## config.mk

```make
export PLATFORM = sky130hd
export DESIGN_NAME = led_regs
export DESIGN_NICKNAME = d
export VERILOG_FILES = /design/src/source/soc_bus_pkg.sv /design/src/source/led_regs.sv
export SDC_FILE = /design/constraint.sdc
export NUM_CORES = 1
export LEC_CHECK = 0
export BUFFER_PORTS_ARGS = -buffer_cell sky130_fd_sc_hd__buf_2
export CAP_MARGIN = 25
export CORE_MARGIN = 2
export CORE_UTILIZATION = 26
export CTS_CLUSTER_DIAMETER = 80
export DETAILED_ROUTE_END_ITERATION = 7
export PLACE_DENSITY = 0.81
export SLEW_MARGIN = 40
export SYNTH_ARGS = -nofsm -noshare
export SYNTH_HDL_FRONTEND = slang
export SYNTH_SLANG_ARGS = --single-unit
```

## constraint.sdc

```tcl
create_clock -name clk -period 0.8 [get_ports clk]
set_input_delay 0.04 -clock clk [delete_from_list [all_inputs] [get_ports clk]]
set_output_delay 0.04 -clock clk [all_outputs]
set_load 0.02 [all_outputs]
```

## src/source/soc_bus_pkg.sv

```systemverilog
`default_nettype none

package soc_bus_pkg;

  localparam int BUS_ADDR_W = 32;
  localparam int BUS_DATA_W = 32;
  localparam int BUS_MASK_W = BUS_DATA_W / 8;

  typedef logic [BUS_ADDR_W-1:0] bus_addr_t; // Byte address
  typedef logic [BUS_DATA_W-1:0] bus_data_t;
  typedef logic [BUS_MASK_W-1:0] bus_mask_t; // One bit per byte lane

  typedef struct packed {
    logic      req;
    logic      write;
    bus_addr_t addr;
    bus_data_t data;
    bus_mask_t rd_mask;
    bus_mask_t wr_mask;
  } bus_req_t;

  typedef struct packed {
    logic      ack;
    bus_data_t data;
  } bus_rsp_t;

  // Address map
  localparam bus_addr_t MEM_ADDR_LO  = 32'h0000_0000;
  localparam bus_addr_t MEM_ADDR_HI  = 32'h0000_03FF;
  localparam bus_addr_t LED_ADDR_LO  = 32'hC000_0000;
  localparam bus_addr_t LED_ADDR_HI  = 32'hC000_FFFF;
  localparam bus_addr_t KEYS_ADDR_LO = 32'hC100_0000;
  localparam bus_addr_t KEYS_ADDR_HI = 32'hC100_FFFF;

  localparam int RAM_WORDS     = 256;
  localparam int RAM_AW        = $clog2(RAM_WORDS);
  localparam int LED_WIDTH     = 8;
  localparam int KEY_WIDTH     = 4;
  localparam int KEY_LATCH_LSB = 8; // Press latches sit in byte 1 of the key word

  typedef logic [RAM_AW-1:0] ram_idx_t;

  // Zero the byte lanes that are not selected
  function automatic bus_data_t mask_bytes(input bus_data_t data, input bus_mask_t mask);
    bus_data_t res;
    for (int i = 0; i < BUS_MASK_W; i++)
    begin
      res[8*i +: 8] = mask[i] ? data[8*i +: 8] : 8'h00;
    end
    return res;
  endfunction

endpackage

`default_nettype wire

```

## src/source/led_regs.sv

```systemverilog
`timescale 1ns/1ns
`default_nettype none

module led_regs import soc_bus_pkg::*; (
  input  logic                 clk,
  input  logic                 rst,

  input  bus_req_t             bus_req,
  output bus_rsp_t             bus_rsp,

  output logic [LED_WIDTH-1:0] leds
);

  logic [LED_WIDTH-1:0] led_q;
  bus_data_t            rd_word;

  assign leds    = led_q;
  assign rd_word = {{(BUS_DATA_W-LED_WIDTH){1'b0}}, led_q};

  // Same register at every offset in the range
  always_ff @(posedge clk)
  begin
    if (bus_req.req & bus_req.write & bus_req.wr_mask[0])
    begin
      led_q <= bus_req.data[LED_WIDTH-1:0];
    end
    if (rst)
    begin
      led_q <= '0;
    end
  end

  always_ff @(posedge clk)
  begin
    bus_rsp.ack  <= bus_req.req;
    bus_rsp.data <= (bus_req.req & ~bus_req.write) ? mask_bytes(rd_word, bus_req.rd_mask)
                                                   : '0;
    if (rst)
    begin
      bus_rsp.ack <= 1'b0;
    end
  end

endmodule

`default_nettype wire

```

==> metrics.csv <==
metric,value,unit
reg2reg_slack,0.09,ns
viasPerCell,3.74,
p_per_area,1460,nW/um^2
layout-drive-gt1-share,47.9,%
wl_per_cell,9.70,microns
area_growth,39.3,%
grtUsageTotal,8.50,%
wl_met3,230,microns
status,"finished, violations left",
path_buf_inv,1,
worst_r2r_endpoint,leds[1],
wirelength,1480,microns
syn_area,796,sq um
syn_inst,79,
rsz0062_at_grt,yes,
synth_area_leaders,"dfxtp_1 43%, buf_4 23%, nand2b_1 13%",
path_class,flip-flop to output pin,
top_layer,met3,
final_hold_viol_count,0,
path_clk_slew,0.09,ns
io_pins,117,
cpPeakStageDelay,0.36,ns
vias,568,
crit_cells,1,
nets,196,
max_freq,1.25,GHz
synthDominantAreaCellType,dfxtp_1,
drc,0,
die_area,3520,sq um
critical_path_required,0.76,ns
clkSinkCount,17,
synth-edff-count,0,
crit_family,flip-flops,
final.setup.worst_slack,-0.00306,ns
synth_top_area_share,42.8,%
cts_tree,built,
end_kind,output pin,
yosysWarnings,0,
instances_no_fill,152,
dieHeight,59.3,microns
crit_start,leds[6],
dieWidth,59.3,microns
yosysMostFrequentCell,buf_4,
drtPass1Iterations,4,
peakVddDrop,0.000560,V
avgSynthCellArea,10.1,sq um
fillCellCount,298,
r2r_cells,3,
slowest_stage,dfxtp_2,
cp.arrival,0.76,ns
timing_max_transition_violations_final,0,
path_cells,buf_6,
grt_max_degree,18,
cts_buffers,3,
synth_ff_type,dfxtp_1,
ys_seq_area_share,42.8,%
met1_length,622,microns
gp_congestion,0.650,
ys_types,11,
clock_latency,0.28,ns
n_antenna_cell,0,
async_reset_ff_share,0,%
p_leak,0.529,nW
wl_met2,622,microns
first_iter_violations,25,
grt_overflow,0,
synth_common_cells,"24 x buf_4, 17 x dfxtp_1, 16 x nand2b_1",
cts_buffer_depth,2,
fp-row-count,20,
hp-class,input pin to flip-flop,
holdWs,0.0108,ns
synth-seq-cells,17,
ctsRootBufferMaster,clkbuf_4,
drtAntennaViolNets,0,
post-route-util,37.2,%
multi_input_area,345,sq um
finalClockSkew,0.000336,ns
violations,setup timing,
grt_pass1_wl,2190,microns
grt_antenna_before_repair,0,
rr_startpoint,leds[1],
fin_crit,0.803,ns
critPathLaunchType,flip-flop,
htreeDepth,1,
fin_setup_tns,-0.00306,ns
grt_pass1_vias,503,
preCtsSetupSlack,-0.127,ns
crit_end,leds[6],
path_max_fanout,3,
setup_viol,1,
initial_core_util,26.7,%
seq_area,362,sq um
post-route-period-util,100,%
core,2980,sq um
maxCapViolCount,0,
place_inst,139,
io_buffer_count,30,
-- power by group --
| group | switching, W | internal, W | leakage, nW |
|---|---|---|---|
| clock network | 0.000250 | 0.000194 | 0.0150 |
| logic | 0.000179 | 0.000113 | 0.368 |
| registers | 0.0000139 | 0.000868 | 0.146 |
| total | 0.000443 | 0.00118 | 0.529 |
-- placed cells by master, fill, tap and decap left out --
cell	instances
and2_1	8
and3_1	1
and3b_2	1
buf_2	13
buf_4	5
buf_6	17
clkbuf_1	1
clkbuf_4	3
conb_1	24
dfxtp_2	17
dlygate4sd3_1	4
mux2i_1	8
nand2b_1	16
nor2b_2	1
-- worst min path at each step --
stage                start     endpoint  slack, ns  cells after the start
6_report       bus_req[10]      leds[2]       0.01                      3
5_1_grt        bus_req[13]      leds[5]      0.007                      3
4_1_cts        bus_req[10]      leds[2]     0.0006                      3
3_3_place_gp   bus_req[73]  bus_rsp[32]       0.28                      2
2_1_floorplan  bus_req[73]  bus_rsp[32]       0.17                      1
3_5_place_dp   bus_req[73]  bus_rsp[32]       0.29                      2
-- metrics by stage --
stage,instance area [sq um],power [W]
finish,1110,0.00162
global route,1110,0.00171
CTS,1070,0.00163
detailed placement,877,0.00114
global placement,877,0.00113
floorplan,882,0.00117
-- tightest hold or removal path, cell delays in order --
cell and delay [ns]:
buf_2 0.09, nand2b_1 0.06, mux2i_1 0.06
-- sequential cells by signal (all words and copies together), names as in the netlist --
signal and count:
bus_rsp 9, leds 8
-- cell type report --
type	count	share of cell area [%]
clock buffer	4	2.37
tap	33	3.72
timing repair buffer	39	30.1
sequential	17	32.6
multi-input combinational	59	31.2
-- per-layer routing --
layer	track usage [%]	vias up
met5	0	-
li1	-	278
met2	13.2	47
met4	1.95	0
met1	10.3	243
met3	4.59	0
-- repair_timing --
item	in CTS	in global routing
resized for setup	34	17
hold buffers	4	0
hold endpoints to repair	4	0
endpoints found under the setup margin	14	17
cloned	0	0
buffers inserted	5	0
pin swaps	0	0
-- cells by family after synthesis --
family,Yosys count,synth area share [%]
AND/OR/NAND/NOR,27,22.0
buffers and inverters,26,24.7
flip-flops,17,42.8
multiplexers,8,10.1
other,1,0.471
No activity file was read; power rests on OpenSTA's default activity.
