<file path="config.mk">
export PLATFORM = sky130hd
export DESIGN_NAME = mmc
export DESIGN_NICKNAME = d
export VERILOG_FILES = /design/src/source/soc_bus_pkg.sv /design/src/source/mmc.sv
export SDC_FILE = /design/constraint.sdc
export NUM_CORES = 1
export LEC_CHECK = 0
export BUFFER_PORTS_ARGS = -buffer_cell sky130_fd_sc_hd__buf_4
export CAP_MARGIN = 20
export CORE_AREA = 5 5 165 167
export DETAILED_ROUTE_END_ITERATION = 12
export DIE_AREA = 0 0 170 172
export SYNTH_ARGS = -nofsm -noshare
export SYNTH_HDL_FRONTEND = slang
export SYNTH_SLANG_ARGS = --single-unit
export TNS_END_PERCENT = 10
</file>
<file path="constraint.sdc">
create_clock -name clk -period 4 [get_ports clk]
set_clock_uncertainty 0.05 [all_clocks]
set_input_delay 0.2 -clock clk [delete_from_list [all_inputs] [get_ports clk]]
set_output_delay 0.2 -clock clk [all_outputs]
set_load 0.005 [all_outputs]
</file>
<file path="src/source/soc_bus_pkg.sv">
`default_nettype none

package soc_bus_pkg;

  localparam int BUS_ADDR_W = 32;
  localparam int BUS_DATA_W = 32;
  localparam int BUS_MASK_W = BUS_DATA_W / 8;

  typedef logic [BUS_ADDR_W-1:0] bus_addr_t; // Byte address
  typedef logic [BUS_DATA_W-1:0] bus_data_t;
  typedef logic [BUS_MASK_W-1:0] bus_mask_t; // One bit per byte lane

  typedef struct packed {
    logic      req;
    logic      write;
    bus_addr_t addr;
    bus_data_t data;
    bus_mask_t rd_mask;
    bus_mask_t wr_mask;
  } bus_req_t;

  typedef struct packed {
    logic      ack;
    bus_data_t data;
  } bus_rsp_t;

  // Address map
  localparam bus_addr_t MEM_ADDR_LO  = 32'h0000_0000;
  localparam bus_addr_t MEM_ADDR_HI  = 32'h0000_03FF;
  localparam bus_addr_t LED_ADDR_LO  = 32'hC000_0000;
  localparam bus_addr_t LED_ADDR_HI  = 32'hC000_FFFF;
  localparam bus_addr_t KEYS_ADDR_LO = 32'hC100_0000;
  localparam bus_addr_t KEYS_ADDR_HI = 32'hC100_FFFF;

  localparam int RAM_WORDS     = 256;
  localparam int RAM_AW        = $clog2(RAM_WORDS);
  localparam int LED_WIDTH     = 8;
  localparam int KEY_WIDTH     = 4;
  localparam int KEY_LATCH_LSB = 8; // Press latches sit in byte 1 of the key word

  typedef logic [RAM_AW-1:0] ram_idx_t;

  // Zero the byte lanes that are not selected
  function automatic bus_data_t mask_bytes(input bus_data_t data, input bus_mask_t mask);
    bus_data_t res;
    for (int i = 0; i < BUS_MASK_W; i++)
    begin
      res[8*i +: 8] = mask[i] ? data[8*i +: 8] : 8'h00;
    end
    return res;
  endfunction

endpackage

`default_nettype wire

</file>
<file path="src/source/mmc.sv">
`timescale 1ns/1ns
`default_nettype none

module mmc import soc_bus_pkg::*; (
  input  logic     clk,
  input  logic     rst,

  input  bus_req_t cpu_req,
  output bus_rsp_t cpu_rsp,

  output bus_req_t mem_req,
  input  bus_rsp_t mem_rsp,

  output bus_req_t led_req,
  input  bus_rsp_t led_rsp,

  output bus_req_t keys_req,
  input  bus_rsp_t keys_rsp
);

  logic mem_hit;
  logic led_hit;
  logic keys_hit;
  logic null_ack;

  // Offset compare covers lo <= addr <= hi in one unsigned test
  function automatic logic in_range(input bus_addr_t addr, input bus_addr_t lo,
                                    input bus_addr_t hi);
    return (addr - lo) <= (hi - lo);
  endfunction

  assign mem_hit  = in_range(cpu_req.addr, MEM_ADDR_LO, MEM_ADDR_HI);
  assign led_hit  = in_range(cpu_req.addr, LED_ADDR_LO, LED_ADDR_HI);
  assign keys_hit = in_range(cpu_req.addr, KEYS_ADDR_LO, KEYS_ADDR_HI);

  // CPU to targets
  always_comb
  begin
    mem_req      = cpu_req;
    mem_req.req  = cpu_req.req & mem_hit;
    mem_req.addr = cpu_req.addr - MEM_ADDR_LO;

    led_req      = cpu_req;
    led_req.req  = cpu_req.req & led_hit;
    led_req.addr = cpu_req.addr - LED_ADDR_LO;

    keys_req      = cpu_req;
    keys_req.req  = cpu_req.req & keys_hit;
    keys_req.addr = cpu_req.addr - KEYS_ADDR_LO;
  end

  // Targets to CPU, only one ack is ever high at a time
  always_comb
  begin
    cpu_rsp = '0;

    if (mem_rsp.ack)
    begin
      cpu_rsp = mem_rsp;
    end

    if (led_rsp.ack)
    begin
      cpu_rsp = led_rsp;
    end

    if (keys_rsp.ack)
    begin
      cpu_rsp = keys_rsp;
    end

    if (null_ack)
    begin
      cpu_rsp.ack  = 1'b1;
      cpu_rsp.data = '0; // Unmapped reads return zero
    end
  end

  // Null responder keeps the master from waiting forever on a hole in the map
  always_ff @(posedge clk)
  begin
    null_ack <= cpu_req.req & ~(mem_hit | led_hit | keys_hit);
    if (rst)
    begin
      null_ack <= 1'b0;
    end
  end

endmodule

`default_nettype wire

</file>
==> flow_results.xml <==
<?xml version="1.0" encoding="UTF-8"?>
<metrics>
  <group name="routing">
    <metric name="detail_route.wl_per_cell" unit="um">14.7</metric>
    <metric name="drt-vias-per-instance" unit="">3.47</metric>
    <metric name="drt_pre_antenna_iters" unit="">4</metric>
    <metric name="initialDrtViolationCount" unit="">89</metric>
    <metric name="detailed_route_wire_length" unit="um">11700</metric>
    <metric name="post-route-drc-count" unit="">0</metric>
    <metric name="dr_total_vias" unit="">2767</metric>
    <metric name="route.antenna.remaining_nets" unit="">0</metric>
  </group>
  <group name="power">
    <metric name="power.switching_fraction" unit="%">40.7</metric>
    <metric name="net-switching-power" unit="mW">0.159</metric>
    <metric name="pwr_density_cell" unit="mW/mm^2">110</metric>
    <metric name="internal-power" unit="mW">0.231</metric>
    <metric name="share_seq_of_total_power" unit="%">2.8</metric>
    <metric name="irDropWorstVdd" unit="mV">0.0571</metric>
    <metric name="power.static_leakage" unit="nW">1.74</metric>
    <metric name="comb_power_share" unit="%">97.2</metric>
    <metric name="clkPwrFrac" unit="%">0</metric>
    <metric name="post-layout-total-power" unit="mW">0.389</metric>
  </group>
  <group name="yosys">
    <metric name="synth_top_cells_by_area" unit="">buf_4 57%, nor2_1 9.0%, a22oi_1 8.7%, a21oi_1 6.2%, ha_1 3.2%</metric>
    <metric name="share_of_the_synthesized_area_in_the_top_cell_type" unit="%">56.9</metric>
    <metric name="synth-main-ff-cell" unit="">dfxtp_1</metric>
    <metric name="synth.net_count" unit="">604</metric>
    <metric name="synth_warnings" unit="">0</metric>
    <metric name="synthCells" unit="">422</metric>
    <metric name="postSynthAreaPerCell" unit="um^2">6.53</metric>
    <metric name="synth.distinct_cells" unit="">34</metric>
    <metric name="ys_seq_elements" unit="">1</metric>
    <metric name="synthDominantAreaCellType" unit="">buf_4</metric>
    <metric name="synth_common_cells" unit="">209 x buf_4, 66 x nor2_1, 34 x a21oi_1, 32 x a22oi_1, 17 x clkbuf_1</metric>
    <metric name="synth-seq-area-share" unit="%">0.726</metric>
    <metric name="synth_enable_flop_cells" unit="">0</metric>
    <metric name="yosys.cell_count.top_type" unit="">buf_4</metric>
    <metric name="syn-cell-area" unit="mm^2">0.00276</metric>
    <metric name="synth-async-reset-ratio" unit="%">0</metric>
  </group>
  <group name="placement">
    <metric name="placed_wire_length_estimate_after_detailed_placement" unit="um">10100</metric>
    <metric name="placement.setup.worst_slack" unit="ns">1.55</metric>
    <metric name="number_of_cells_in_the_design_after_placement" unit="">797</metric>
    <metric name="postPlaceCellArea" unit="mm^2">0.00355</metric>
    <metric name="globalplace.congestion" unit="">0.773</metric>
    <metric name="port-buffer-count" unit="">265</metric>
  </group>
  <group name="floorplanning">
    <metric name="effective_utilization_at_floorplan" unit="%">10.8</metric>
    <metric name="core.rowCount" unit="">59</metric>
    <metric name="die-area" unit="mm^2">0.0292</metric>
    <metric name="floorplan.die.height" unit="um">172</metric>
    <metric name="boundaryPins" unit="">430</metric>
    <metric name="die_width" unit="um">170</metric>
    <metric name="core_region_area" unit="mm^2">0.0256</metric>
  </group>
  <group name="cells_and_area">
    <metric name="area_growth" unit="%">28.6</metric>
    <metric name="layout.core_utilization" unit="%">13.8</metric>
    <metric name="antenna_cells_inserted" unit="">0</metric>
    <metric name="layout.filler_cells" unit="">2977</metric>
    <metric name="final_nets" unit="">646</metric>
    <metric name="final_cells" unit="">797</metric>
    <metric name="drive_gt1_share" unit="%">58.7</metric>
    <metric name="largest_registers" unit="">null_ack: 1 flops</metric>
    <metric name="top_register" unit="">null_ack</metric>
    <metric name="cell_area_after_layout" unit="mm^2">0.00355</metric>
    <metric name="largest_register_ffs" unit="">1</metric>
  </group>
  <group name="clocking">
    <metric name="hold_buffer_count_at_cts" unit="">0</metric>
    <metric name="post_cts_resized" unit="">0</metric>
    <metric name="cts_setup_buffers" unit="">0</metric>
  </group>
  <group name="setup_path">
    <metric name="required" unit="ns">3.75</metric>
    <metric name="end_kind" unit="">primary output</metric>
    <metric name="timing.critical_path.from" unit="">cpu_req[64]</metric>
    <metric name="cp.arrival" unit="ns">2.20</metric>
    <metric name="path_cells" unit="">buf_4, inv_1, ha_1, nor3b_1, xor2_1, or4b_1, nor3_2, and2_1, buf_4</metric>
    <metric name="cp_slowest_cell" unit="">or4b_1</metric>
    <metric name="timing.critical_path.from_type" unit="">input pin</metric>
    <metric name="critPathMaxStageDelay" unit="ns">0.56</metric>
    <metric name="crit_path_max_fanout" unit="">6</metric>
    <metric name="critPathMostFrequentCell" unit="">buf_4</metric>
    <metric name="crit_type" unit="">input pin to primary output</metric>
  </group>
  <group name="min_path">
    <metric name="hold-path-cell-count" unit="">0</metric>
    <metric name="hold_path.class" unit="">input pin to primary output</metric>
    <metric name="worst_case_hold_path_end_point" unit="">mem_req[12]</metric>
    <metric name="worst_hold_startpoint" unit="">cpu_req[12]</metric>
  </group>
  <group name="timing">
    <metric name="slew_headroom" unit="%">59.1</metric>
    <metric name="final.hold.worst_slack" unit="ns">0.350</metric>
    <metric name="setup-violations-final" unit="">0</metric>
    <metric name="slew_violations" unit="">0</metric>
    <metric name="maximum_operating_frequency" unit="MHz">409</metric>
    <metric name="transition_time_at_the_pin_with_the_least_slew_margin" unit="ns">0.614</metric>
    <metric name="final-hold-violation-count" unit="">0</metric>
    <metric name="final.setup.tns" unit="ns">0</metric>
    <metric name="final.period_utilization" unit="%">61.1</metric>
    <metric name="unrepaired_setup_endpoints_after_global_routing" unit="">false</metric>
    <metric name="fin_crit" unit="ns">2.45</metric>
    <metric name="setup_ws" unit="ns">1.55</metric>
  </group>
  <group name="grt">
    <metric name="grt_pass1_vias" unit="">2686</metric>
    <metric name="wire_length_of_the_first_global_routing_pass" unit="um">15900</metric>
    <metric name="initial_antenna_violation_count" unit="">1</metric>
    <metric name="grt_remaining_overflow" unit="">0</metric>
    <metric name="largest_net_degree_at_the_start_of_global_routing" unit="">66</metric>
    <metric name="gr-usage-all-layers" unit="%">6.78</metric>
  </group>
  <group name="run">
    <metric name="max_cap_viol_count" unit="">0</metric>
  </group>
  <group name="outcome">
    <metric name="run_status" unit="">completed</metric>
  </group>
</metrics>
worst max-delay path: cells and delay by family:
family        cells  cell delay [ns]
fa+ha+maj         1             0.27
xor+xnor          1             0.14
buf+inv           3             0.34
simple gates      4             1.26
layout by cell type, fill, tap and decap left out, types with 2 or more instances in the layout:
| cell type | Yosys | routed |
|---|---|---|
| buf_4 | 209 | 267 |
| nor2_1 | 66 | 66 |
| a21oi_1 | 34 | 34 |
| a22oi_1 | 32 | 32 |
| inv_1 | 7 | 7 |
| ha_1 | 7 | 7 |
| nor4_1 | 6 | 6 |
| nand2_1 | 6 | 6 |
| nand4_1 | 4 | 4 |
| nor3_1 | 3 | 3 |
| xor2_1 | 3 | 3 |
| nand2b_1 | 3 | 3 |
| and2_1 | 3 | 3 |
| xnor2_1 | 2 | 2 |
| nor3b_1 | 2 | 2 |
power by group through the flow:
stage          Combinational (mW)  Clock, mW  Sequential [mW]
2_1_floorplan               0.267          0           0.0109
3_3_place_gp                0.379          0           0.0112
3_5_place_dp                0.382          0           0.0111
4_1_cts                     0.384          0           0.0111
5_1_grt                     0.414          0           0.0112
6_report                    0.378          0           0.0110
cells by family (layout without fill, tap and decap cells):
family	after synthesis	count (layout)	synth area share (%)
flip-flops	1	1	0.726
AO/OA/AOI/OAI	71	71	16.3
XOR/XNOR	6	6	2.18
AND/OR/NAND/NOR	103	103	17.3
adder cells (fa/ha/maj)	7	7	3.18
buffers and inverters	234	274	60.3
worst max path at each step:
stage,end,slack [ns],cells past startpoint
after global routing,keys_req[73],1.36,9
after detailed placement,keys_req[73],1.55,9
after CTS,keys_req[73],1.54,9
after floorplan,keys_req[73],1.99,7
after global placement,keys_req[73],1.63,9
final,keys_req[73],1.55,9
layer usage:
| metal | vias to the layer above | wire length [um] | track usage [%] |
|---|---|---|---|
| met5 | - | 13 | 0 |
| met3 | 16 | 2530 | 5.51 |
| met4 | 2 | 100 | 0.382 |
| met2 | 306 | 5130 | 10.7 |
| met1 | 1176 | 3930 | 7.54 |
| li1 | 1267 | - | - |
cell type report:
cell class | instances | area (um^2) | share of cell area (%)
inverter | 7 | 26.3 | 0.741
multi-input combinational | 187 | 1080 | 30.3
sequential | 1 | 20.0 | 0.565
tap | 335 | 419 | 11.8
timing repair buffer | 267 | 2000 | 56.5
(Power assumes the default switching activity.)
