**config.mk**
```make
export PLATFORM = sky130hd
export DESIGN_NAME = keys_regs
export DESIGN_NICKNAME = d
export VERILOG_FILES = /design/src/source/soc_bus_pkg.sv /design/src/source/keys_regs.sv
export SDC_FILE = /design/constraint.sdc
export NUM_CORES = 1
export LEC_CHECK = 0
export ABC_AREA = 1
export BUFFER_PORTS_ARGS = -buffer_cell sky130_fd_sc_hd__buf_2
export CORE_UTILIZATION = 29
export CTS_CLUSTER_DIAMETER = 60
export DETAILED_ROUTE_END_ITERATION = 6
export GPL_ROUTABILITY_DRIVEN = 1
export PLACE_DENSITY = 0.77
export SYNTH_ARGS = -nofsm -noshare
export SYNTH_HDL_FRONTEND = slang
export SYNTH_SLANG_ARGS = --single-unit
```
**constraint.sdc**
```tcl
create_clock -name clk -period 0.8 [get_ports clk]
set_clock_uncertainty 0.1 [all_clocks]
set_input_delay 0.16 -clock clk [delete_from_list [all_inputs] [get_ports clk]]
set_output_delay 0.16 -clock clk [all_outputs]
set_load 0.05 [all_outputs]
```
**src/source/soc_bus_pkg.sv**
```systemverilog
`default_nettype none

package soc_bus_pkg;

  localparam int BUS_ADDR_W = 32;
  localparam int BUS_DATA_W = 32;
  localparam int BUS_MASK_W = BUS_DATA_W / 8;

  typedef logic [BUS_ADDR_W-1:0] bus_addr_t; // Byte address
  typedef logic [BUS_DATA_W-1:0] bus_data_t;
  typedef logic [BUS_MASK_W-1:0] bus_mask_t; // One bit per byte lane

  typedef struct packed {
    logic      req;
    logic      write;
    bus_addr_t addr;
    bus_data_t data;
    bus_mask_t rd_mask;
    bus_mask_t wr_mask;
  } bus_req_t;

  typedef struct packed {
    logic      ack;
    bus_data_t data;
  } bus_rsp_t;

  // Address map
  localparam bus_addr_t MEM_ADDR_LO  = 32'h0000_0000;
  localparam bus_addr_t MEM_ADDR_HI  = 32'h0000_03FF;
  localparam bus_addr_t LED_ADDR_LO  = 32'hC000_0000;
  localparam bus_addr_t LED_ADDR_HI  = 32'hC000_FFFF;
  localparam bus_addr_t KEYS_ADDR_LO = 32'hC100_0000;
  localparam bus_addr_t KEYS_ADDR_HI = 32'hC100_FFFF;

  localparam int RAM_WORDS     = 256;
  localparam int RAM_AW        = $clog2(RAM_WORDS);
  localparam int LED_WIDTH     = 8;
  localparam int KEY_WIDTH     = 4;
  localparam int KEY_LATCH_LSB = 8; // Press latches sit in byte 1 of the key word

  typedef logic [RAM_AW-1:0] ram_idx_t;

  // Zero the byte lanes that are not selected
  function automatic bus_data_t mask_bytes(input bus_data_t data, input bus_mask_t mask);
    bus_data_t res;
    for (int i = 0; i < BUS_MASK_W; i++)
    begin
      res[8*i +: 8] = mask[i] ? data[8*i +: 8] : 8'h00;
    end
    return res;
  endfunction

endpackage

`default_nettype wire

```
**src/source/keys_regs.sv**
```systemverilog
`timescale 1ns/1ns
`default_nettype none

module keys_regs import soc_bus_pkg::*; (
  input  logic                 clk,
  input  logic                 rst,

  input  bus_req_t             bus_req,
  output bus_rsp_t             bus_rsp,

  input  logic [KEY_WIDTH-1:0] keys
);

  logic [KEY_WIDTH-1:0] sync1;
  logic [KEY_WIDTH-1:0] sync2;
  logic [KEY_WIDTH-1:0] prev;   // Last synchronized level, for edge detect
  logic [KEY_WIDTH-1:0] press;
  logic [KEY_WIDTH-1:0] latch;
  logic [KEY_WIDTH-1:0] clr;
  bus_data_t            rd_word;

  assign press = sync2 & ~prev;
  assign clr   = (bus_req.req & bus_req.write & bus_req.wr_mask[1])
               ? bus_req.data[KEY_LATCH_LSB +: KEY_WIDTH] : '0;

  always_comb
  begin
    rd_word                             = '0;
    rd_word[KEY_WIDTH-1:0]              = sync2;
    rd_word[KEY_LATCH_LSB +: KEY_WIDTH] = latch;
  end

  always_ff @(posedge clk)
  begin
    sync1 <= keys;
    sync2 <= sync1;
    prev  <= sync2;
    latch <= (latch & ~clr) | press; // A new press beats a clear in the same cycle
    if (rst)
    begin
      sync1 <= '0;
      sync2 <= '0;
      prev  <= '0;
      latch <= '0;
    end
  end

  always_ff @(posedge clk)
  begin
    bus_rsp.ack  <= bus_req.req;
    bus_rsp.data <= (bus_req.req & ~bus_req.write) ? mask_bytes(rd_word, bus_req.rd_mask)
                                                   : '0;
    if (rst)
    begin
      bus_rsp.ack <= 1'b0;
    end
  end

endmodule

`default_nettype wire

```
==> impl_metrics.ini, run 1 <==
[worst_setup_path]
r2r_start = sync2[2]$_SDFF_PP0_
regToRegEndpoint = latch[2]$_SDFF_PP0_
critPathBufInv = 1
end_kind = output port
cp_cell_sequence = buf_8
max_stage_delay_ns = 0.36
crit_arrival_ns = 0.83
critPathLaunchType = flip-flop
path_max_fanout = 1
reg2reg_depth = 4
worst-endpoint-required_ns = 0.54
cp-startpoint = bus_rsp[9]$_SDFF_PN0_
ff2ff_setup_slack_ns = 0.06
slowest_stage = dfxtp_2
worstSetupPathType = reg -> out
cp_top_family = flip-flops

[cells_and_area]
nets = 227
layout.area.seq_um2 = 512
multi_input_area_um2 = 277
drive_above_1_share_pct = 28.8
fill_cells = 325
final_cell_area_mm2 = 0.00121
final_util_pct = 39.0
instances_no_fill = 190
area_growth_pct = 24.6
antenna_cells = 0

[logic_synthesis]
yosys-top-cells-count = dfxtp_1, buf_4, nor2_1, inv_1, nand2_1
synth_area_leaders = dfxtp_1, buf_4, nor2_1
yosysMostFrequentCell = dfxtp_1
ys_ff_latch = 25
synth_warnings = 0
synth_edf_count = 0
synth-seq-area-share_pct = 51.6
synth_top_cell_by_area = dfxtp_1
ys.flop_type = dfxtp_1
yosys.area.top_type_share_pct = 51.6
syn_inst = 117
ys_types = 11
avgSynthCellArea_um2 = 8.29
ys_async_sr_fraction_pct = 0
syn_area_um2 = 970

[routing]
wl_per_cell_um = 7.24
drt-initial-drc-count = 18
vias_per_cell = 3.57
drt_first_pass_iters = 4
via_count = 678
wl_mm = 1.38
drc = 0
postRouteAntennaNets = 0

[clock_network]
tritoncts = yes
cts-hold-fix-buffers = 4
clock_latency_ns = 0.31
cts_buffer_depth = 2
clk_pin_slew_ns = 0.14
htreeDepth = 1
cts_sinks = 25
root_buffer = clkbuf_4
cts_buffers = 3

[timing]
slew_viol_final = 0
fin_crit_sh_pct = 136
finalHoldViolCount = 1
fin_hold_ws_ns = -0.0205
finalSetupViolations = 9
fmax_ghz = 0.918
worst_slack_ns = -0.289
fin_setup_tns_ns = -2.55
rsz0062_at_grt = true
final.min_clock_period_ns = 1.09

[floorplan]
die-area_mm2 = 0.00358
core_area_mm2 = 0.00310
die_h_um = 59.8
start_util_pct = 31.3
io_pins = 113
fp.dieW_um = 59.8
std_cell_rows = 20

[placement]
dp_cells = 182
numPortBuffers = 23
place.gp.congestion = 0.742
dp_hpwl_um = 990
place_area_mm2 = 0.00104

[power]
peakVddDrop_mv = 0.694
leakage_uw = 0.000580
powerDensity_mw_per_mm2 = 1900

[global_route]
grt_max_degree = 16
grt_pass1_vias = 574
track_usage_pct = 8.33
grt_remaining_overflow = 0
grt_pass1_wl_mm = 2.13
antenna_found_initial = 0

[run_status]
violations = hold timing, setup timing
run_status = complete, but fails checks

[flow_run]
cap_violations = 0

[hold_path]
worstHoldPathCells = 3
holdPathEnd = bus_rsp[32]$_SDFF_PP0_
hp-class = in -> reg
min_from = bus_req[73]
[per-layer routing]
layer / GRT usage (%) / part of all wire, % / vias to the layer above
met5: 0 / 0 / -
met1: 6.23 / 36 / 279
li1: - / - / 346
met4: 2.99 / 1.0 / 0
met2: 17.1 / 49 / 49
met3: 4.33 / 14 / 4
[through the flow]
step | power [uW] | worst slack [ns] | hold slack (ns)
after global routing | 2410 | -0.335 | -0.0288
after CTS | 2310 | -0.296 | -0.0194
after floorplan | 1760 | 0.0755 | 0.160
after global placement | 1710 | -0.00725 | 0.268
after detailed placement | 1720 | -0.0205 | 0.268
final | 2290 | -0.289 | -0.0205
[kinds of logic after synthesis]
group / Yosys count / share of synthesized area (%)
buf+inv: 48 / 29.8
flops: 25 / 51.6
other cells: 1 / 0.387
simple gates: 43 / 18.2
[cell usage in the layout (no fill, tap or decap)]
cell and n:
conb_1 24, inv_1 22, nor2_1 20, dfxtp_1 16, buf_2 14, nand2_1 12, dfxtp_2 9, buf_8 9
nor2_2 5, nand4_1 4, dlygate4sd3_1 4, clkbuf_4 3, nand3_1 2, clkinvlp_4 1, buf_4 1
[final cells by class]
type / count / area share, %
tap: 44 / 4.55
clock inverter: 1 / 0.621
sequential: 25 / 42.3
inverter: 22 / 6.83
multi-input combinational: 67 / 22.9
clock buffer: 3 / 1.86
timing repair buffer: 28 / 20.9
[registers in the layout, summed over array words and instances, names as in the netlist]
name	count
bus_rsp	9
latch	4
prev	4
sync1	4
sync2	4
[worst min-delay path, stage by stage]
cell and delay, ns:
buf_2 0.14, inv_1 0.06, nor2_1 0.03
[report_power, final]
part | switching (uW) | leakage [uW] | internal (uW)
Combinational | 345 | 0.000357 | 82.0
Clock | 374 | 0.0000139 | 191
Sequential | 12.5 | 0.000209 | 1290
[what timing repair did]
action | in CTS | in global routing
setup endpoints to repair | 9 | 13
hold endpoints to repair | 5 | 1
gates resized for setup | 22 | 9
setup buffers | 0 | 0
[worst max-delay path by stage]
stage / end / slack (ns) / cells after the start
after floorplan: latch[2]$_SDFF_PP0_ / 0.08 / 5
after global placement: sync2[3]$_SDFF_PP0_ / -0.007 / 3
after detailed placement: bus_rsp[1]$_SDFF_PN0_ / -0.02 / 4
after CTS: bus_rsp[2] / -0.30 / 1
after global routing: bus_rsp[8] / -0.34 / 1
final: bus_rsp[9] / -0.29 / 1
(Power assumes the default switching activity.)
==> run 2, diff against run 1 <==
--- a/config.mk
+++ b/config.mk
@@ -12,6 +12,7 @@
 export DETAILED_ROUTE_END_ITERATION = 6
 export GPL_ROUTABILITY_DRIVEN = 1
 export PLACE_DENSITY = 0.77
+export SETUP_SLACK_MARGIN = 0.15
 export SYNTH_ARGS = -nofsm -noshare
 export SYNTH_HDL_FRONTEND = slang
 export SYNTH_SLANG_ARGS = --single-unit
==> impl_metrics.ini, run 2 (synthesis results as in run 1) <==
[clock_network]
clk_pin_slew_ns = 0.13
cts_buffer_depth = 2
root_buffer = clkbuf_4
htreeDepth = 1
cts_sinks = 25
cts_buffers = 3
cts_setup_buffers = 0
tritoncts = yes
clock_latency_ns = 0.32

[power]
p_total_uw = 2260
powerDensity_mw_per_mm2 = 1850
swShare_pct = 32.2
p_int_uw = 1540
clkPwrFrac_pct = 24.6
peakVddDrop_mv = 0.956
leakage_uw = 0.000576
combPwrFrac_pct = 18.9
p_switching_uw = 728
seqPwrFrac_pct = 56.5

[global_route]
grt_pass1_vias = 526
antenna_found_initial = 0
grt_pass1_wl_mm = 2.13
grt_remaining_overflow = 0
track_usage_pct = 8.45
grt_max_degree = 17

[timing]
slew_viol_final = 0
fmax_ghz = 0.918
finalSetupViolations = 9
rsz0062_at_grt = true
fin_hold_ws_ns = -0.0642
fin_crit_sh_pct = 136
finalHoldViolCount = 5
final.min_clock_period_ns = 1.09
worst_slack_ns = -0.289

[floorplan]
start_util_pct = 31.3
io_pins = 113
std_cell_rows = 20
die_h_um = 59.8
fp.dieW_um = 59.8
die-area_mm2 = 0.00358
core_area_mm2 = 0.00310

[cells_and_area]
final_common_cell = conb_1
final_cell_area_mm2 = 0.00122
final_cell_mix = conb_1, nor2_1, inv_1, buf_2, nand2_1
area_growth_pct = 26.3
fill_cells = 320
largest_reg_flops = 9
top_register = bus_rsp
nets = 224
antenna_cells = 0
drive_above_1_share_pct = 37.8

[placement]
dp_hpwl_um = 968
dp_slack_ns = -0.0418
place_area_mm2 = 0.00108
numPortBuffers = 23
place.gp.congestion = 0.765

[worst_setup_path]
end_kind = output port
crit_arrival_ns = 0.83
worst-endpoint-required_ns = 0.54
cp_top_family = flip-flops
critPathLaunchType = flip-flop
worstSetupPathType = reg -> out
slowest_stage = dfxtp_4
max_stage_delay_ns = 0.37
path_max_fanout = 1
critPathBufInv = 1
cp_cell_sequence = buf_8

[routing]
wl_mm = 1.42
vias_per_cell = 3.51
drt-initial-drc-count = 17
drc = 0
via_count = 656
postRouteAntennaNets = 0
wl_per_cell_um = 7.58
drt_first_pass_iters = 6

[run_status]
run_status = complete, but fails checks
violations = hold timing, setup timing

[hold_path]
hp-class = in -> reg

[flow_run]
cap_violations = 0
run 2: changes by cell type in the layout (fill, tap and decap cells not counted), sizes merged:
| cell | before | now |
|---|---|---|
| buf | 24 | 25 |
| dlygate4sd3 | 4 | 0 |
run 2: power groups by stage:
stage / Clock (uW) / Sequential, uW / Combinational [uW]
after global routing: 648 / 1280 / 453
after floorplan: 0 / 1320 / 412
after CTS: 596 / 1280 / 422
after global placement: 0 / 1300 / 402
final: 556 / 1280 / 429
after detailed placement: 0 / 1300 / 406
run 2: final timing paths:
check / cells past startpoint / slack (ns) / start / endpoint
setup / recovery: 1 / -0.29 / bus_rsp[0]$_SDFF_PN0_ / bus_rsp[0]
hold / removal: 3 / -0.06 / keys[2] / sync1[2]$_SDFF_PP0_
setup reg to reg: 4 / 0.08 / latch[1]$_SDFF_PP0_ / latch[1]$_SDFF_PP0_
hold reg to reg: 2 / 0.30 / sync1[2]$_SDFF_PP0_ / sync2[2]$_SDFF_PP0_
run 2: area by class of cell:
cell class,count,area (um2),share of cell area (%)
inverter,22,82.6,6.74
clock inverter,1,7.51,0.613
tap,44,55.1,4.49
multi-input combinational,67,284,23.2
sequential,25,541,44.1
timing repair buffer,25,233,19.0
clock buffer,3,22.5,1.84
run 2: layer usage:
metal	wire length (um)	global-route usage, %	part of all wire (%)
met1	627	8.99	44
met2	632	14.1	45
met3	157	4.55	11
met4	0	2.99	0
met5	0	0	0
run 2: repair_timing:
action / CTS / global route
cloned: 0 / 0
setup endpoints to repair: 17 / 22
pin swaps: 4 / 7
endpoints found under the hold margin: 5 / 5
gates resized for setup: 32 / 11
run 2: tightest hold or removal path: stages:
cell,delay [ns]
buf_2,0.09
inv_1,0.04
nor2_1,0.03
run 2: metrics by stage:
stage               utilization, %  std cells  setup TNS (ns)
floorplan                        -        140               0
global placement              34.8        183          -0.223
detailed placement            34.8        183          -0.334
CTS                           38.9        187           -2.72
global route                  39.5        187           -2.94
finish                        39.5        187           -2.57
==> run 3, diff against run 2 <==
==> constraint.sdc (replaced) <==
create_clock -name clk -period 0.8 [get_ports clk]
set_clock_uncertainty 0.1 [all_clocks]
set_input_delay 0.16 -clock clk [delete_from_list [all_inputs] [get_ports clk]]
set_output_delay 0.16 -clock clk [all_outputs]
set_load 0.02 [all_outputs]
==> impl_metrics.ini, run 3 (synthesis results as in run 1) <==
[worst_setup_path]
end_kind = output port
crit_arrival_ns = 0.78
cp_cell_sequence = buf_6
worst-endpoint-required_ns = 0.54
worstSetupPathType = reg -> out
critPathLaunchType = flip-flop
max_stage_delay_ns = 0.35
critPathBufInv = 1
cp_top_family = flip-flops
slowest_stage = dfxtp_2
path_max_fanout = 1

[floorplan]
core_area_mm2 = 0.00310
io_pins = 113
die_h_um = 59.8
fp.dieW_um = 59.8
die-area_mm2 = 0.00358
start_util_pct = 31.3
std_cell_rows = 20

[clock_network]
cts_buffers = 3
tritoncts = yes
clk_pin_slew_ns = 0.13
clock_latency_ns = 0.31
cts_setup_buffers = 0
root_buffer = clkbuf_4
htreeDepth = 1
cts_buffer_depth = 2
cts_sinks = 25

[power]
leakage_uw = 0.000565
powerDensity_mw_per_mm2 = 1790
peakVddDrop_mv = 0.963

[timing]
finalSetupViolations = 9
fmax_ghz = 0.964
fin_setup_tns_ns = -2.09
worst_slack_ns = -0.237
fin_crit_sh_pct = 130
fin_hold_ws_ns = -0.0598
rsz0062_at_grt = true
slew_viol_final = 0
finalHoldViolCount = 5
final.min_clock_period_ns = 1.04

[cells_and_area]
fill_cells = 324
final_cell_mix = conb_1, dfxtp_2, inv_1, buf_2, nor2_1
layout.area.seq_um2 = 522
instances_no_fill = 188
top_register = bus_rsp
multi_input_area_um2 = 299
area_growth_pct = 21.9
nets = 225
final_cell_area_mm2 = 0.00118
drive_above_1_share_pct = 46.5
antenna_cells = 0
largest_reg_flops = 9
final_common_cell = conb_1

[routing]
postRouteAntennaNets = 0
via_count = 664
vias_per_cell = 3.53
drc = 0
drt_first_pass_iters = 3
wl_per_cell_um = 7.73
wl_mm = 1.45
drt-initial-drc-count = 15

[placement]
numPortBuffers = 23
dp_cells = 184
dp_hpwl_mm = 1.01
place_area_mm2 = 0.00105
place.gp.congestion = 0.691
dp_slack_ns = -0.0479

[global_route]
grt_max_degree = 16
grt_pass1_vias = 543
grt_pass1_wl_mm = 2.26
antenna_found_initial = 0
track_usage_pct = 8.83
grt_remaining_overflow = 0

[run_status]
run_status = complete, but fails checks
violations = hold timing, setup timing

[flow_run]
cap_violations = 0

[hold_path]
hp-class = in -> reg
-- run 3: cell count changes in the layout (fill, tap and decap cells not counted), moves of 2 or more --
cell / delta
dfxtp_2: +12
buf_6: +9
buf_8: -9
dfxtp_4: -9
nor2_1: -6
nor2_2: +6
dfxtp_1: -3
inv_1: -3
inv_2: +3
buf_4: +2
-- run 3: final timing paths --
check	to	cells after the start	startpoint	slack (ns)
worst min register to register	sync2[2]$_SDFF_PP0_	2	sync1[2]$_SDFF_PP0_	0.31
worst max register to register	latch[3]$_SDFF_PP0_	4	latch[3]$_SDFF_PP0_	0.06
worst max-delay path	bus_rsp[0]	1	bus_rsp[0]$_SDFF_PN0_	-0.24
worst min-delay path	sync1[2]$_SDFF_PP0_	3	keys[2]	-0.06
-- run 3: stage by stage --
stage	power [uW]	hold slack (ns)	utilization [%]
3_5_place_dp	1570	0.266	34.0
5_1_grt	2250	-0.0849	38.1
2_1_floorplan	1600	0.160	-
3_3_place_gp	1560	0.266	34.0
4_1_cts	2130	-0.0747	36.7
6_report	2120	-0.0598	38.1
-- run 3: final cells by class --
| cell class | count | share of cell area (%) |
|---|---|---|
| Sequential cell | 25 | 44.1 |
| Multi-Input combinational cell | 67 | 25.3 |
| Timing Repair Buffer | 26 | 16.4 |
| Inverter | 22 | 6.98 |
| Tap cell | 44 | 4.66 |
| Clock buffer | 3 | 1.90 |
| Clock inverter | 1 | 0.635 |
-- run 3: what timing repair did --
action                                 in CTS  in global routing
resized for setup                          18                 28
endpoints found under the hold margin       5                  5
setup endpoints to repair                  16                 24
pin swaps                                   5                 18
-- run 3: layer usage --
layer | vias to the layer above | GRT usage [%] | wire length, um
met5 | - | 0 | 0
met4 | 0 | 1.99 | 8
met3 | 2 | 4.33 | 182
met2 | 46 | 15.7 | 664
met1 | 272 | 9.31 | 597
li1 | 344 | - | -
-- run 3: power by group --
group | switching, uW | leakage [uW] | internal [uW]
sequential | 15.2 | 0.000212 | 1290
combinational | 192 | 0.000339 | 72.9
clock | 354 | 0.0000139 | 191
